File: config.mk
export PLATFORM = sky130hd
export DESIGN_NAME = memory_unit
export DESIGN_NICKNAME = d
export VERILOG_FILES = /design/src/hdl/mu_bus_pkg.sv /design/src/hdl/mu_periph_pkg.sv /design/src/hdl/io_addr_decoder.sv /design/src/hdl/io_bus_controller.sv /design/src/hdl/memory_unit.sv /design/src/hdl/os_timer.sv /design/src/hdl/spi_byte_master.sv
export SDC_FILE = /design/constraint.sdc
export NUM_CORES = 1
export LEC_CHECK = 0
export ABC_AREA = 0
export BUFFER_PORTS_ARGS = -buffer_cell sky130_fd_sc_hd__buf_2
export CAP_MARGIN = 40
export CORE_ASPECT_RATIO = 1.25
export CORE_UTILIZATION = 35
export CTS_BUF_LIST = sky130_fd_sc_hd__clkbuf_4 sky130_fd_sc_hd__clkbuf_8
export DETAILED_ROUTE_END_ITERATION = 10
export HOLD_SLACK_MARGIN = 0.12
export SYNTH_ARGS = -nofsm -noshare
export SYNTH_HDL_FRONTEND = slang
export SYNTH_SLANG_ARGS = --single-unit
export TNS_END_PERCENT = 50
File: constraint.sdc
create_clock -name clk -period 5.9 [get_ports clk]
set_input_delay 0 -clock clk [delete_from_list [all_inputs] [get_ports clk]]
set_output_delay 0 -clock clk [all_outputs]
set_load 0.01 [all_outputs]
File: src/hdl/mu_bus_pkg.sv
// CPU-side bus types and the I/O register map of the memory unit.
// Import into any module that decodes addresses or handles bus requests.
// Addresses are word addresses on the 27-bit CPU bus.

package mu_bus_pkg;

    localparam int BUS_ADDR_W = 27;
    localparam int BUS_DATA_W = 32;

    // Request from the CPU, held steady until done
    typedef struct packed {
        logic [BUS_ADDR_W-1:0] addr;
        logic [BUS_DATA_W-1:0] data;
        logic                  we;
        logic                  start;
    } bus_req_t;

    // Response back to the CPU
    typedef struct packed {
        logic [BUS_DATA_W-1:0] q;
        logic                  done;
    } bus_rsp_t;

    // --------------------------------------
    // I/O register window
    // --------------------------------------
    localparam logic [BUS_ADDR_W-1:0] ADDR_SPI1_DATA  = 27'hC0272B;
    localparam logic [BUS_ADDR_W-1:0] ADDR_SPI1_CS    = 27'hC0272C;
    localparam logic [BUS_ADDR_W-1:0] ADDR_SPI1_NINT  = 27'hC0272D;
    localparam logic [BUS_ADDR_W-1:0] ADDR_SPI3_DATA  = 27'hC02731;
    localparam logic [BUS_ADDR_W-1:0] ADDR_SPI3_CS    = 27'hC02732;
    localparam logic [BUS_ADDR_W-1:0] ADDR_SPI3_INT   = 27'hC02733;
    localparam logic [BUS_ADDR_W-1:0] ADDR_GPIO       = 27'hC02737;
    localparam logic [BUS_ADDR_W-1:0] ADDR_TIMER_VAL  = 27'hC02739;
    localparam logic [BUS_ADDR_W-1:0] ADDR_TIMER_CTRL = 27'hC0273A;
    localparam logic [BUS_ADDR_W-1:0] ADDR_BOOTMODE   = 27'hC02741;

    // Register select from the address decoder
    typedef enum logic [3:0] {
        SEL_NONE,
        SEL_SPI1_DATA,
        SEL_SPI1_CS,
        SEL_SPI1_NINT,
        SEL_SPI3_DATA,
        SEL_SPI3_CS,
        SEL_SPI3_INT,
        SEL_GPIO,
        SEL_TIMER_VAL,
        SEL_TIMER_CTRL,
        SEL_BOOTMODE
    } io_sel_e;

endpackage

File: src/hdl/mu_periph_pkg.sv
// Pin groups and data widths of the I/O peripherals.
// Used by the SPI masters, the OS timer, the bus controller and the top level.

package mu_periph_pkg;

    localparam int SPI_BYTE_W = 8;
    localparam int TIMER_W    = 32;
    localparam int GPIO_W     = 4;

    // Outgoing pins of one SPI channel
    typedef struct packed {
        logic sclk;
        logic mosi;
        logic cs_n;
    } spi_pins_t;

endpackage

File: src/hdl/io_addr_decoder.sv
// Address decoder for the I/O register window.
// Purely combinational; any address outside the map selects SEL_NONE,
// which the bus controller answers with a zero read.

`timescale 1ns/1ns

module io_addr_decoder (
    input  logic [mu_bus_pkg::BUS_ADDR_W-1:0] i_addr,
    output mu_bus_pkg::io_sel_e               o_sel
);
    import mu_bus_pkg::*;

    always_comb
    begin
        case (i_addr)
            ADDR_SPI1_DATA:  o_sel = SEL_SPI1_DATA;
            ADDR_SPI1_CS:    o_sel = SEL_SPI1_CS;
            ADDR_SPI1_NINT:  o_sel = SEL_SPI1_NINT;
            ADDR_SPI3_DATA:  o_sel = SEL_SPI3_DATA;
            ADDR_SPI3_CS:    o_sel = SEL_SPI3_CS;
            ADDR_SPI3_INT:   o_sel = SEL_SPI3_INT;
            ADDR_GPIO:       o_sel = SEL_GPIO;
            ADDR_TIMER_VAL:  o_sel = SEL_TIMER_VAL;
            ADDR_TIMER_CTRL: o_sel = SEL_TIMER_CTRL;
            ADDR_BOOTMODE:   o_sel = SEL_BOOTMODE;
            default:         o_sel = SEL_NONE;
        endcase
    end

endmodule

File: src/hdl/io_bus_controller.sv
// Bus transaction controller of the I/O window.
// Accepts one access per start strobe, performs register writes and peripheral
// strobes, then answers with a one-cycle done and a latched read word.
// Register accesses finish two cycles after start; SPI data writes finish
// one cycle after the selected channel reports its byte done.

`timescale 1ns/1ns

module io_bus_controller (
    input  logic                                 clk,
    input  logic                                 reset,
    input  mu_bus_pkg::bus_req_t                 i_bus,
    input  mu_bus_pkg::io_sel_e                  i_sel,
    input  logic [mu_periph_pkg::SPI_BYTE_W-1:0] i_spi1_rx,
    input  logic                                 i_spi1_done,
    input  logic [mu_periph_pkg::SPI_BYTE_W-1:0] i_spi3_rx,
    input  logic                                 i_spi3_done,
    input  logic                                 i_spi1_nint,
    input  logic                                 i_spi3_int,
    input  logic [mu_periph_pkg::GPIO_W-1:0]     i_gpi,
    input  logic                                 i_boot_mode,
    output logic                                 o_spi1_start,
    output logic                                 o_spi3_start,
    output logic [mu_periph_pkg::SPI_BYTE_W-1:0] o_spi_tx_byte,
    output logic                                 o_spi1_cs_n,
    output logic                                 o_spi3_cs_n,
    output logic [mu_periph_pkg::GPIO_W-1:0]     o_gpo,
    output logic                                 o_timer_load,
    output logic                                 o_timer_trigger,
    output logic [mu_periph_pkg::TIMER_W-1:0]    o_timer_value,
    output mu_bus_pkg::bus_rsp_t                 o_bus
);
    import mu_bus_pkg::*;
    import mu_periph_pkg::*;

    typedef enum logic [1:0] {
        IDLE,
        REG_ACK,
        WAIT_SPI,
        DONE
    } ctrl_state_e;

    ctrl_state_e           state;
    bus_rsp_t              rsp;
    logic                  accept;
    logic                  wr_accept;
    logic                  spi_write;
    logic                  spi_done;
    logic                  finish;
    logic [BUS_DATA_W-1:0] rd_data;

    assign accept    = (state == IDLE) && i_bus.start;
    assign wr_accept = accept && i_bus.we;
    assign spi_write = i_bus.we && (i_sel == SEL_SPI1_DATA || i_sel == SEL_SPI3_DATA);
    // Address is held until done, so the select still names the channel
    assign spi_done  = (i_sel == SEL_SPI1_DATA) ? i_spi1_done : i_spi3_done;
    assign finish    = (state == REG_ACK) || (state == WAIT_SPI && spi_done);

    // Peripheral strobes in the accept cycle
    assign o_spi1_start    = wr_accept && (i_sel == SEL_SPI1_DATA);
    assign o_spi3_start    = wr_accept && (i_sel == SEL_SPI3_DATA);
    assign o_spi_tx_byte   = i_bus.data[SPI_BYTE_W-1:0];
    assign o_timer_load    = wr_accept && (i_sel == SEL_TIMER_VAL);
    assign o_timer_trigger = wr_accept && (i_sel == SEL_TIMER_CTRL);
    assign o_timer_value   = i_bus.data[TIMER_W-1:0];
    assign o_bus           = rsp;

    // --------------------------------------
    // Transaction FSM
    // --------------------------------------
    always_ff @(posedge clk)
    begin
        if (reset)
        begin
            state <= IDLE;
        end
        else
        begin
            case (state)
                IDLE:
                    if (i_bus.start)
                        state <= spi_write ? WAIT_SPI : REG_ACK;
                REG_ACK:
                    state <= DONE;
                WAIT_SPI:
                    if (spi_done)
                        state <= DONE;
                default:
                    state <= IDLE;
            endcase
        end
    end

    // Chip selects and GPO
    always_ff @(posedge clk)
    begin
        if (reset)
        begin
            o_spi1_cs_n <= 1'b1;
            o_spi3_cs_n <= 1'b1;
            o_gpo       <= '0;
        end
        else if (wr_accept)
        begin
            case (i_sel)
                SEL_SPI1_CS: o_spi1_cs_n <= i_bus.data[0];
                SEL_SPI3_CS: o_spi3_cs_n <= i_bus.data[0];
                SEL_GPIO:    o_gpo       <= i_bus.data[2*GPIO_W-1:GPIO_W];
                default:     ;
            endcase
        end
    end

    // --------------------------------------
    // Read mux and response latch
    // --------------------------------------
    always_comb
    begin
        case (i_sel)
            SEL_SPI1_DATA: rd_data = BUS_DATA_W'(i_spi1_rx);
            SEL_SPI1_CS:   rd_data = BUS_DATA_W'(o_spi1_cs_n);
            SEL_SPI1_NINT: rd_data = BUS_DATA_W'(i_spi1_nint);
            SEL_SPI3_DATA: rd_data = BUS_DATA_W'(i_spi3_rx);
            SEL_SPI3_CS:   rd_data = BUS_DATA_W'(o_spi3_cs_n);
            SEL_SPI3_INT:  rd_data = BUS_DATA_W'(i_spi3_int);
            // GPO sits above GPI
            SEL_GPIO:      rd_data = BUS_DATA_W'({o_gpo, i_gpi});
            SEL_BOOTMODE:  rd_data = BUS_DATA_W'(i_boot_mode);
            default:       rd_data = '0;
        endcase
    end

    always_ff @(posedge clk)
    begin
        if (reset)
        begin
            rsp <= '0;
        end
        else
        begin
            rsp.done <= finish;
            if (finish)
                rsp.q <= rd_data;
        end
    end

endmodule

File: src/hdl/memory_unit.sv
// Memory-mapped I/O block of the CPU.
// Two SPI master channels (USB controller on SPI1, Ethernet on SPI3),
// one OS timer, GPO/GPI and the boot-mode input behind one bus port.
// The SPI half-bit dividers are set here and passed to the channels.

`timescale 1ns/1ns

module memory_unit #(
    parameter int SPI1_HALF_BIT = 2,
    parameter int SPI3_HALF_BIT = 1
) (
    input  logic                             clk,
    input  logic                             reset,
    input  mu_bus_pkg::bus_req_t             i_bus,
    output mu_bus_pkg::bus_rsp_t             o_bus,
    output mu_periph_pkg::spi_pins_t         o_spi1,
    output mu_periph_pkg::spi_pins_t         o_spi3,
    input  logic                             i_spi1_miso,
    input  logic                             i_spi1_nint,
    input  logic                             i_spi3_miso,
    input  logic                             i_spi3_int,
    input  logic [mu_periph_pkg::GPIO_W-1:0] i_gpi,
    output logic [mu_periph_pkg::GPIO_W-1:0] o_gpo,
    output logic                             o_ost_int,
    input  logic                             i_boot_mode
);
    import mu_bus_pkg::*;
    import mu_periph_pkg::*;

    io_sel_e               sel;
    logic                  spi1_start;
    logic                  spi3_start;
    logic [SPI_BYTE_W-1:0] spi_tx_byte;
    logic [SPI_BYTE_W-1:0] spi1_rx;
    logic [SPI_BYTE_W-1:0] spi3_rx;
    logic                  spi1_done;
    logic                  spi3_done;
    logic                  spi1_cs_n;
    logic                  spi3_cs_n;
    logic                  spi1_sclk;
    logic                  spi1_mosi;
    logic                  spi3_sclk;
    logic                  spi3_mosi;
    logic                  timer_load;
    logic                  timer_trigger;
    logic [TIMER_W-1:0]    timer_value;

    assign o_spi1 = '{sclk: spi1_sclk, mosi: spi1_mosi, cs_n: spi1_cs_n};
    assign o_spi3 = '{sclk: spi3_sclk, mosi: spi3_mosi, cs_n: spi3_cs_n};

    io_addr_decoder decoder0 (
        .i_addr (i_bus.addr),
        .o_sel  (sel)
    );

    io_bus_controller ctrl0 (
        .clk             (clk),
        .reset           (reset),
        .i_bus           (i_bus),
        .i_sel           (sel),
        .i_spi1_rx       (spi1_rx),
        .i_spi1_done     (spi1_done),
        .i_spi3_rx       (spi3_rx),
        .i_spi3_done     (spi3_done),
        .i_spi1_nint     (i_spi1_nint),
        .i_spi3_int      (i_spi3_int),
        .i_gpi           (i_gpi),
        .i_boot_mode     (i_boot_mode),
        .o_spi1_start    (spi1_start),
        .o_spi3_start    (spi3_start),
        .o_spi_tx_byte   (spi_tx_byte),
        .o_spi1_cs_n     (spi1_cs_n),
        .o_spi3_cs_n     (spi3_cs_n),
        .o_gpo           (o_gpo),
        .o_timer_load    (timer_load),
        .o_timer_trigger (timer_trigger),
        .o_timer_value   (timer_value),
        .o_bus           (o_bus)
    );

    // USB controller channel
    spi_byte_master #(
        .CLKS_PER_HALF_BIT (SPI1_HALF_BIT)
    ) spi1_master (
        .clk       (clk),
        .reset     (reset),
        .i_start   (spi1_start),
        .i_tx_byte (spi_tx_byte),
        .i_miso    (i_spi1_miso),
        .o_sclk    (spi1_sclk),
        .o_mosi    (spi1_mosi),
        .o_rx_byte (spi1_rx),
        .o_done    (spi1_done)
    );

    // Ethernet channel
    spi_byte_master #(
        .CLKS_PER_HALF_BIT (SPI3_HALF_BIT)
    ) spi3_master (
        .clk       (clk),
        .reset     (reset),
        .i_start   (spi3_start),
        .i_tx_byte (spi_tx_byte),
        .i_miso    (i_spi3_miso),
        .o_sclk    (spi3_sclk),
        .o_mosi    (spi3_mosi),
        .o_rx_byte (spi3_rx),
        .o_done    (spi3_done)
    );

    os_timer ost0 (
        .clk       (clk),
        .reset     (reset),
        .i_load    (timer_load),
        .i_trigger (timer_trigger),
        .i_value   (timer_value),
        .o_int     (o_ost_int)
    );

endmodule

File: src/hdl/os_timer.sv
// OS timer: a loadable down-counter with a one-cycle interrupt.
// i_load stores the reload value, i_trigger (re)starts the countdown from it.
// o_int pulses N+1 cycles after the trigger cycle, then the timer stops.

`timescale 1ns/1ns

module os_timer (
    input  logic                              clk,
    input  logic                              reset,
    input  logic                              i_load,
    input  logic                              i_trigger,
    input  logic [mu_periph_pkg::TIMER_W-1:0] i_value,
    output logic                              o_int
);
    import mu_periph_pkg::*;

    logic [TIMER_W-1:0] reload;
    logic [TIMER_W-1:0] count;
    logic               running;

    always_ff @(posedge clk)
    begin
        if (reset)
        begin
            reload  <= '0;
            count   <= '0;
            running <= 1'b0;
            o_int   <= 1'b0;
        end
        else
        begin
            o_int <= 1'b0;
            if (i_load)
                reload <= i_value;

            // A trigger while counting simply restarts
            if (i_trigger)
            begin
                count   <= reload;
                running <= 1'b1;
            end
            else if (running)
            begin
                if (count == '0)
                begin
                    o_int   <= 1'b1;
                    running <= 1'b0;
                end
                else
                begin
                    count <= count - 1'b1;
                end
            end
        end
    end

endmodule

File: src/hdl/spi_byte_master.sv
// One-byte SPI master, mode 0, MSB first.
// Pulse i_start with the byte on i_tx_byte; o_done pulses one cycle when the
// byte has been shifted out and the received byte is on o_rx_byte.
// SCLK toggles every CLKS_PER_HALF_BIT cycles. Chip select is not handled here.

`timescale 1ns/1ns

module spi_byte_master #(
    parameter int CLKS_PER_HALF_BIT = 2
) (
    input  logic                                 clk,
    input  logic                                 reset,
    input  logic                                 i_start,
    input  logic [mu_periph_pkg::SPI_BYTE_W-1:0] i_tx_byte,
    input  logic                                 i_miso,
    output logic                                 o_sclk,
    output logic                                 o_mosi,
    output logic [mu_periph_pkg::SPI_BYTE_W-1:0] o_rx_byte,
    output logic                                 o_done
);
    import mu_periph_pkg::*;

    localparam int DIV_W  = (CLKS_PER_HALF_BIT > 1) ? $clog2(CLKS_PER_HALF_BIT) : 1;
    localparam int EDGES  = 2 * SPI_BYTE_W;
    localparam int EDGE_W = $clog2(EDGES);
    localparam logic [DIV_W-1:0]  DIV_LAST  = DIV_W'(CLKS_PER_HALF_BIT - 1);
    localparam logic [EDGE_W-1:0] EDGE_LAST = EDGE_W'(EDGES - 1);

    logic                  busy;
    logic [DIV_W-1:0]      div_cnt;
    logic [EDGE_W-1:0]     edge_cnt;
    logic [SPI_BYTE_W-1:0] tx_shift;
    logic [SPI_BYTE_W-1:0] rx_shift;
    logic                  half_tick;
    logic                  last_edge;

    // One SCLK edge per half bit while busy
    assign half_tick = busy && (div_cnt == DIV_LAST);
    assign last_edge = half_tick && (edge_cnt == EDGE_LAST);
    assign o_mosi    = tx_shift[SPI_BYTE_W-1];

    // --------------------------------------
    // Divider, edge counter and TX shifter
    // --------------------------------------
    always_ff @(posedge clk)
    begin
        if (reset)
        begin
            busy     <= 1'b0;
            div_cnt  <= '0;
            edge_cnt <= '0;
            tx_shift <= '0;
            o_sclk   <= 1'b0;
            o_done   <= 1'b0;
        end
        else
        begin
            o_done <= 1'b0;
            if (i_start && !busy)
            begin
                busy     <= 1'b1;
                div_cnt  <= '0;
                edge_cnt <= '0;
                tx_shift <= i_tx_byte;
            end
            else if (busy)
            begin
                div_cnt <= half_tick ? '0 : div_cnt + 1'b1;
                if (half_tick)
                begin
                    o_sclk   <= ~o_sclk;
                    edge_cnt <= edge_cnt + 1'b1;
                    // Falling edge, next bit out
                    if (o_sclk)
                        tx_shift <= {tx_shift[SPI_BYTE_W-2:0], 1'b0};
                end
                if (last_edge)
                begin
                    busy   <= 1'b0;
                    o_done <= 1'b1;
                end
            end
        end
    end

    // Sample on the rising edge, hand the byte over after the last falling one
    always_ff @(posedge clk)
    begin
        if (half_tick && !o_sclk)
            rx_shift <= {rx_shift[SPI_BYTE_W-2:0], i_miso};
        if (last_edge)
            o_rx_byte <= rx_shift;
    end

endmodule

==> results of run 1 <==
[worst max-delay path, cell delays in order (launching register included)]
cell,delay [ps]
dfxtp_1,340
inv_1,100
ha_1,230
nand2_1,90
nor2_1,410
nand2_1,240
nor4_4,810
buf_4,370
nand2_1,100
a21oi_1,150
[layout by cell type (no fill, tap or decap), types with 20 or more instances in the layout]
cell type / count
a211oi_1: 43
conb_1: 24
nand2_1: 104
buf_2: 91
a21oi_1: 46
edfxtp_1: 32
xnor2_1: 22
mux2i_1: 20
dfxtp_1: 115
nor3_1: 21
dlygate4sd3_1: 49
nor2_1: 72
[worst paths after layout]
| check | cells after the start | from | end |
|---|---|---|---|
| setup / recovery | 9 | ctrl0.state[0] | ost0.reload[31] |
| hold / removal | 6 | i_bus[58] | ctrl0.o_spi3_cs_n |
| setup reg to reg | 9 | ctrl0.state[0] | ost0.reload[31] |
| hold reg to reg | 0 | spi3_master.rx_shift[7] | spi3_master.o_rx_byte[7] |
[cells in the mapped netlist, drive strengths merged, types with 2 or more instances]
master   instances  area, µm²
or3b             2      20.02
a2111oi          2      42.54
nor3b            7      57.55
a222oi           7      70.07
buf             37      260.3
nor4bb           4      40.04
nor2b            5      31.28
nand2          105      396.6
a211o            2      17.52
mux2i           20      200.2
nand2b           4      25.02
or2              3      18.77
dfxtp          115       2302
nor2            72      270.3
and4bb           2      25.02
nand3           17      85.08
ha               7      87.58
clkbuf          31      116.4
o21ai           12      60.05
nand4b           2      17.52
nor4            15      136.4
a211oi          44      335.3
o21bai           2      15.01
mux2             2      22.52
a21oi           46      230.2
nand4           11      68.82
nor3            22      121.4
o211ai           3      27.52
and3             3      18.77
edfxtp          32      960.9
or3              5      31.28
xnor2           22      192.7
xor2            16      140.1
or4              9      78.82
nor4b            2      17.52
inv             12      45.04
and2            10      62.56
[state kept, by name (all words and copies together) (netlist names), 2 cells and up]
| signal | flops |
|---|---|
| ost0.count | 32 |
| spi3_master.o_rx_byte | 8 |
| spi1_master.rx_shift | 8 |
| ctrl0.o_gpo | 4 |
| spi1_master.edge_cnt | 4 |
| spi1_master.o_rx_byte | 8 |
| spi1_master.tx_shift | 8 |
| spi3_master.tx_shift | 8 |
| ctrl0.o_bus | 9 |
| spi3_master.rx_shift | 8 |
| ost0.reload | 32 |
| spi3_master.edge_cnt | 4 |
| ctrl0.state | 2 |
[layout make-up]
| cell class | count | share of cell area |
|---|---|---|
| clock buffer | 17 | 0.02850 |
| clock inverter | 15 | 0.02088 |
| inverter | 12 | 0.005486 |
| multi-input combinational | 522 | 0.3883 |
| sequential | 147 | 0.3974 |
| tap | 232 | 0.03536 |
| timing repair buffer | 147 | 0.1240 |
[per-stage QoR]
step,instance area [µm²],cells,hold slack (ps)
final,8210,1092,159.0
after global routing,8210,1092,159.4
after CTS,8210,1092,131.9
after detailed placement,7315,1011,178.1
after global placement,7267,1007,177.0
after floorplan,6858,749,98.87
[timing repair]
item | CTS | global route
setup endpoints to repair | 0 | 0
hold endpoints to repair | 74 | 0
hold buffers | 49 | 0
[per-layer routing]
layer | wire length (µm) | vias up
li1 | - | 2782
met2 | 7928 | 107
met1 | 6757 | 2499
met4 | 290 | 0
met5 | 0 | -
met3 | 515 | 21
[cell families after synthesis]
kind of cell	after synthesis
AO/OA/AOI/OAI	127
XOR/XNOR	38
adder cells (fa/ha/maj)	7
buffers and inverters	80
flip-flops	147
multiplexers	22
other	1
AND/OR/NAND/NOR	304
[where the power goes]
group | switching [mW] | internal (mW)
Combinational | 0.0827 | 0.0689
Sequential | 0.00486 | 1.03
Clock | 0.470 | 0.327
==> results.md, run 1 <==
* Fin Setup TNS at 0 ps
* DR vias at 5409
* Ant. Diodes at 0
* Die Footprint at 0.01991 mm²
* Yosys reg bits at 147
* Least-Margin Pin Slew at 899.8 ps
* Setup bufs post-CTS at 0
* Antenna viol nets, final at 0
* Avg WL per Cell at 14.19 µm
* Vias in the first global route at 5271
* IO buf count at 91
* Initial detailed-routing violation count at 284
* YS warnings at 0
* Final worst-path cycle share at 0.4934
* Clock Latency Late Sink at 460 ps
* Clock-pin transition on the worst setup and hold timing paths at 100 ps
* Top FF cell, synth: dfxtp_1
* Synth Area in Compound Gates at 0.1297
* Die Y at 157.5 µm
* RSZ-0062 raised after global routing: false
* Drt via density at 4.953
* Startpoint Class: register
* WP data arrival at 3300 ps
* Setup slack after layout at 2989 ps
* Largest net degree at the start of global routing at 52
* Number of core rows at 56
* Main combinational cell family by area after synthesis: simple AND/OR/NAND/NOR gates
* Fill cells at 1877
* Share of layout cells above drive strength 1 at 0.1779
* CTS tree: built
* CORE AREA at 0.01885 mm²
* Post-Synth XOR/XNOR Area at 0.04915
* Met3 Use GR at 0.03569
* Setup violations, final at 0
* Worst Setup End Kind: register
* Crit-path max FO at 18
* EDFF count, synth at 32
* Highest clock rate at 343.5 MHz
* Setup CP Type: reg2reg
* Clk buf depth at 2
* Post-synthesis sequential area ratio at 0.4819
* Detailed Place HPWL at 11020 µm
* Overall power at 1.981 mW
* Post_cts resized at 0
* Fin crit period at 2911 ps
* Worst min path class: in2reg
* Netlist cell types at 67
* Clock Skew at 14.76 ps
* Final Util at 0.4356
* Area grow syn2layout at 21.25%
* Rel. slew slack at 0.3990
* Met1 Track Usage GR at 0.1926
* CTS Root Cell: clkbuf_8
* DP Worst Slack at 2996 ps
* Status: finished clean
* GRT overflow at 0
* Overall routing resource usage at 0.1644
* H-tree level count at 4
* Final WL at 15490 µm
* VDD IR max at 0.1622 mV
* Sink Count at 147
* Global-route wire length before repair at 25810 µm
* Antenna violations before repair at 0
* Power Density at 241.3 mW/mm²
* 1st-pass router iterations at 4
* Adder and majority gate portion of the synthesized area at 0.01293
* Starting density of the core at 0.3593
* Syn Inst Count at 726
* Met2 GRT Util at 0.2915
* GP Congestion at 0.7570
* DIE WIDTH at 126.4 µm
* Post-Synth Simple-Gate Area at 0.2306
* CP required at 6290 ps
* Final hold violations at 0
* Register area at 0.003263 mm²
* Leak at 3.195 nW
* Busiest layer in global routing: met2
* Max_cap viols at 0
* Slew Limit Fails at 0
* Post-Syn Area at 0.006771 mm²
* Asr flop ratio synth at 0
* DRC at 0
* Flop2flop setup slack at 2990 ps
* Nets at 926
* Syn avg cell area at 9.327 µm²
* I/O pin cnt at 116
* Mux contribution to synthesized area at 0.03289
* Multi-input logic area at 0.003188 mm²
* CTS Buf Count at 17
Power figures use the tool's default switching activity.
==> run 2: changes to the inputs <==
- clock period: 5.9 -> 2.5 ns (I/O delays scaled with it)
==> run 2 against run 1 <==
Setup slack worse by 2900 ps. Global-route usage rose by 0.20 points. Sequential share of layout area down 1.2 points. Clock-buffer cell count did not move. Largest power group unchanged. Wire length up 1.7%. Largest cell class unchanged. Hold slack gained 4.9 ps. Sequential power up 140%. Register-to-register slack got worse by 2900 ps.
==> results.md, run 2 (synthesis results as in run 1) <==
* Status: finished clean (unchanged)
* Global-route wire length before repair at 25980 µm (was 25810 µm)
* GRT overflow at 0 (unchanged)
* Sink Count at 147 (unchanged)
* Post-route insts no fill at 1122 (was 1092)
* WP data arrival at 2790 ps (was 3300 ps)
* Share of layout cells above drive strength 1 at 0.2112 (was 0.1779)
* Nets at 956 (was 926)
* Slew Limit Fails at 0 (unchanged)
* Placement Cell Area at 0.007555 mm² (was 0.007315 mm²)
* Leak at 3.347 nW (was 3.195 nW)
* Starting density of the core at 0.3593 (unchanged)
* Area grow syn2layout at 25.04% (was 21.25%)
* GP Congestion at 0.8194 (was 0.7570)
* Final hold violations at 0 (unchanged)
* DRC at 0 (unchanged)
* Highest clock rate at 410.4 MHz (was 343.5 MHz)
* CTS tree: built (unchanged)
* Antenna violations before repair at 0 (unchanged)
* H-tree level count at 4 (unchanged)
* CORE AREA at 0.01885 mm² (unchanged)
* Clock Skew at 11.99 ps (was 14.76 ps)
* Most frequent cells in the layout: 115 x dfxtp_1, 104 x nand2_1, 90 x buf_2, 72 x nor2_1, 48 x dlygate4sd3_1 (was 115 x dfxtp_1, 104 x nand2_1, 91 x buf_2, 72 x nor2_1, 49 x dlygate4sd3_1)
* Power Density at 553.2 mW/mm² (was 241.3 mW/mm²)
* 1st-pass router iterations at 7 (was 4)
* VDD IR max at 0.4352 mV (was 0.1622 mV)
* Post-Layout Inst Area at 0.008467 mm² (was 0.008210 mm²)
* IO buf count at 91 (unchanged)
* Final worst-path cycle share at 0.9747 (was 0.4934)
* DR vias at 5545 (was 5409)
* Clock-pin transition on the worst setup and hold timing paths at 90 ps (was 100 ps)
* DIE WIDTH at 126.4 µm (unchanged)
* Placed insts at 1042 (was 1011)
* CTS Root Cell: clkbuf_8 (unchanged)
* Setup CP Type: reg2reg (unchanged)
* Rel. slew slack at 0.5486 (was 0.3990)
* Worst path cell trace: or4_4 > or3_1 > or3b_4 > or4_1 > a211oi_2 > nor3_1 (was inv_1 > ha_1 > nand2_1 > nor2_1 > nand2_1 > nor4_4 > buf_4 > nand2_1 > a21oi_1)
* Crit path max-delay family: simple AND/OR/NAND/NOR gates (unchanged)
* Antenna viol nets, final at 0 (unchanged)
* Clock Latency Late Sink at 460 ps (about the same)
* I/O pin cnt at 116 (unchanged)
* Final Util at 0.4492 (was 0.4356)
* Overall routing resource usage at 0.1663 (was 0.1644)
* Worst Setup End Kind: register (unchanged)
* Number of core rows at 56 (unchanged)
* CP bufs+invs at 0 (was 2)
* Detailed Place HPWL at 11370 µm (was 11020 µm)
* Vias in the first global route at 5432 (was 5271)
* Critical-path top delay cell: or4_4 (was nor4_4)
* Initial detailed-routing violation count at 233 (was 284)
* Drt via density at 4.942 (was 4.953)
* CP required at 2850 ps (was 6290 ps)
* Avg WL per Cell at 14.05 µm (was 14.19 µm)
* CP max stage delay at 530 ps (was 810 ps)
* Largest net degree at the start of global routing at 64 (was 52)
* Setup violations, final at 0 (unchanged)
* Crit-path max FO at 2 (was 18)
* Worst min path class: in2reg (unchanged)
* RSZ-0062 raised after global routing: true (was false)
* Startpoint Class: register (unchanged)
* Ant. Diodes at 0 (unchanged)
* Max_cap viols at 0 (unchanged)
* Die Footprint at 0.01991 mm² (unchanged)
* CTS Buf Count at 17 (unchanged)
* Commonest non-fill, non-tap cell in the layout: dfxtp_1 (unchanged)
* Die Y at 157.5 µm (unchanged)
* Clk buf depth at 2 (unchanged)
* Final WL at 15760 µm (was 15490 µm)
* Fin crit period at 2437 ps (was 2911 ps)
* Least-Margin Pin Slew at 677.2 ps (was 899.8 ps)
## run 2: worst reg2reg max path: stages, from the launching register on
cell and delay (ps):
dfxtp_1 320, or4_4 530, or3_1 340, or3b_4 410, or4_1 430, a211oi_2 230, nor3_1 70
## run 2: per-layer routing
layer | track usage | up-vias | part of all wire
met5 | 0 | - | 0
met4 | 0.05508 | 0 | 0.011
met3 | 0.03807 | 13 | 0.028
met2 | 0.3012 | 82 | 0.51
met1 | 0.1925 | 2611 | 0.45
li1 | - | 2839 | -
## run 2: worst paths after layout
check                           from                       end  slack, ps  cells past startpoint
max reg2reg           ost0.count[18]            ost0.count[27]         60                      6
min                        i_bus[58]         ctrl0.o_spi3_cs_n        160                      6
max                   ost0.count[18]            ost0.count[27]         60                      6
min reg2reg  spi3_master.rx_shift[7]  spi3_master.o_rx_byte[7]        430                      0
## run 2: layout make-up
cell class / count / area, µm²
clock buffers: 17 / 234.0
clock inverters: 15 / 166.4
fillers: 1830 / 10380
inverters: 12 / 45.04
multi-input cells: 522 / 3219
flip-flops and latches: 147 / 3263
well taps: 232 / 290.3
repair buffers: 177 / 1249
## run 2: timing repair
action	4_1_cts	5_1_grt
setup buffers	0	0
endpoints found under the hold margin	72	0
resized for setup	0	6
hold buffers	48	0
setup endpoints to repair	0	25
## run 2: stage by stage
step / power [mW] / setup WS, ps / TNS (ps) / hold WS, ps
after floorplan: 2.700 / 30.95 / 0 / 98.87
after global placement: 2.808 / 82.49 / 0 / 176.8
after detailed placement: 2.812 / 58.49 / 0 / 178.3
after CTS: 4.736 / 48.38 / 0 / 132.6
after global routing: 4.872 / -3.682 / -3.682 / 167.2
final: 4.684 / 63.31 / 0 / 164.0
## run 2: where the power goes
group	leakage (nW)	total (mW)	internal, mW	switching (mW)
clock network	0.202	1.87	0.835	1.04
registers	1.21	2.44	2.43	0.0120
logic	1.93	0.374	0.174	0.200
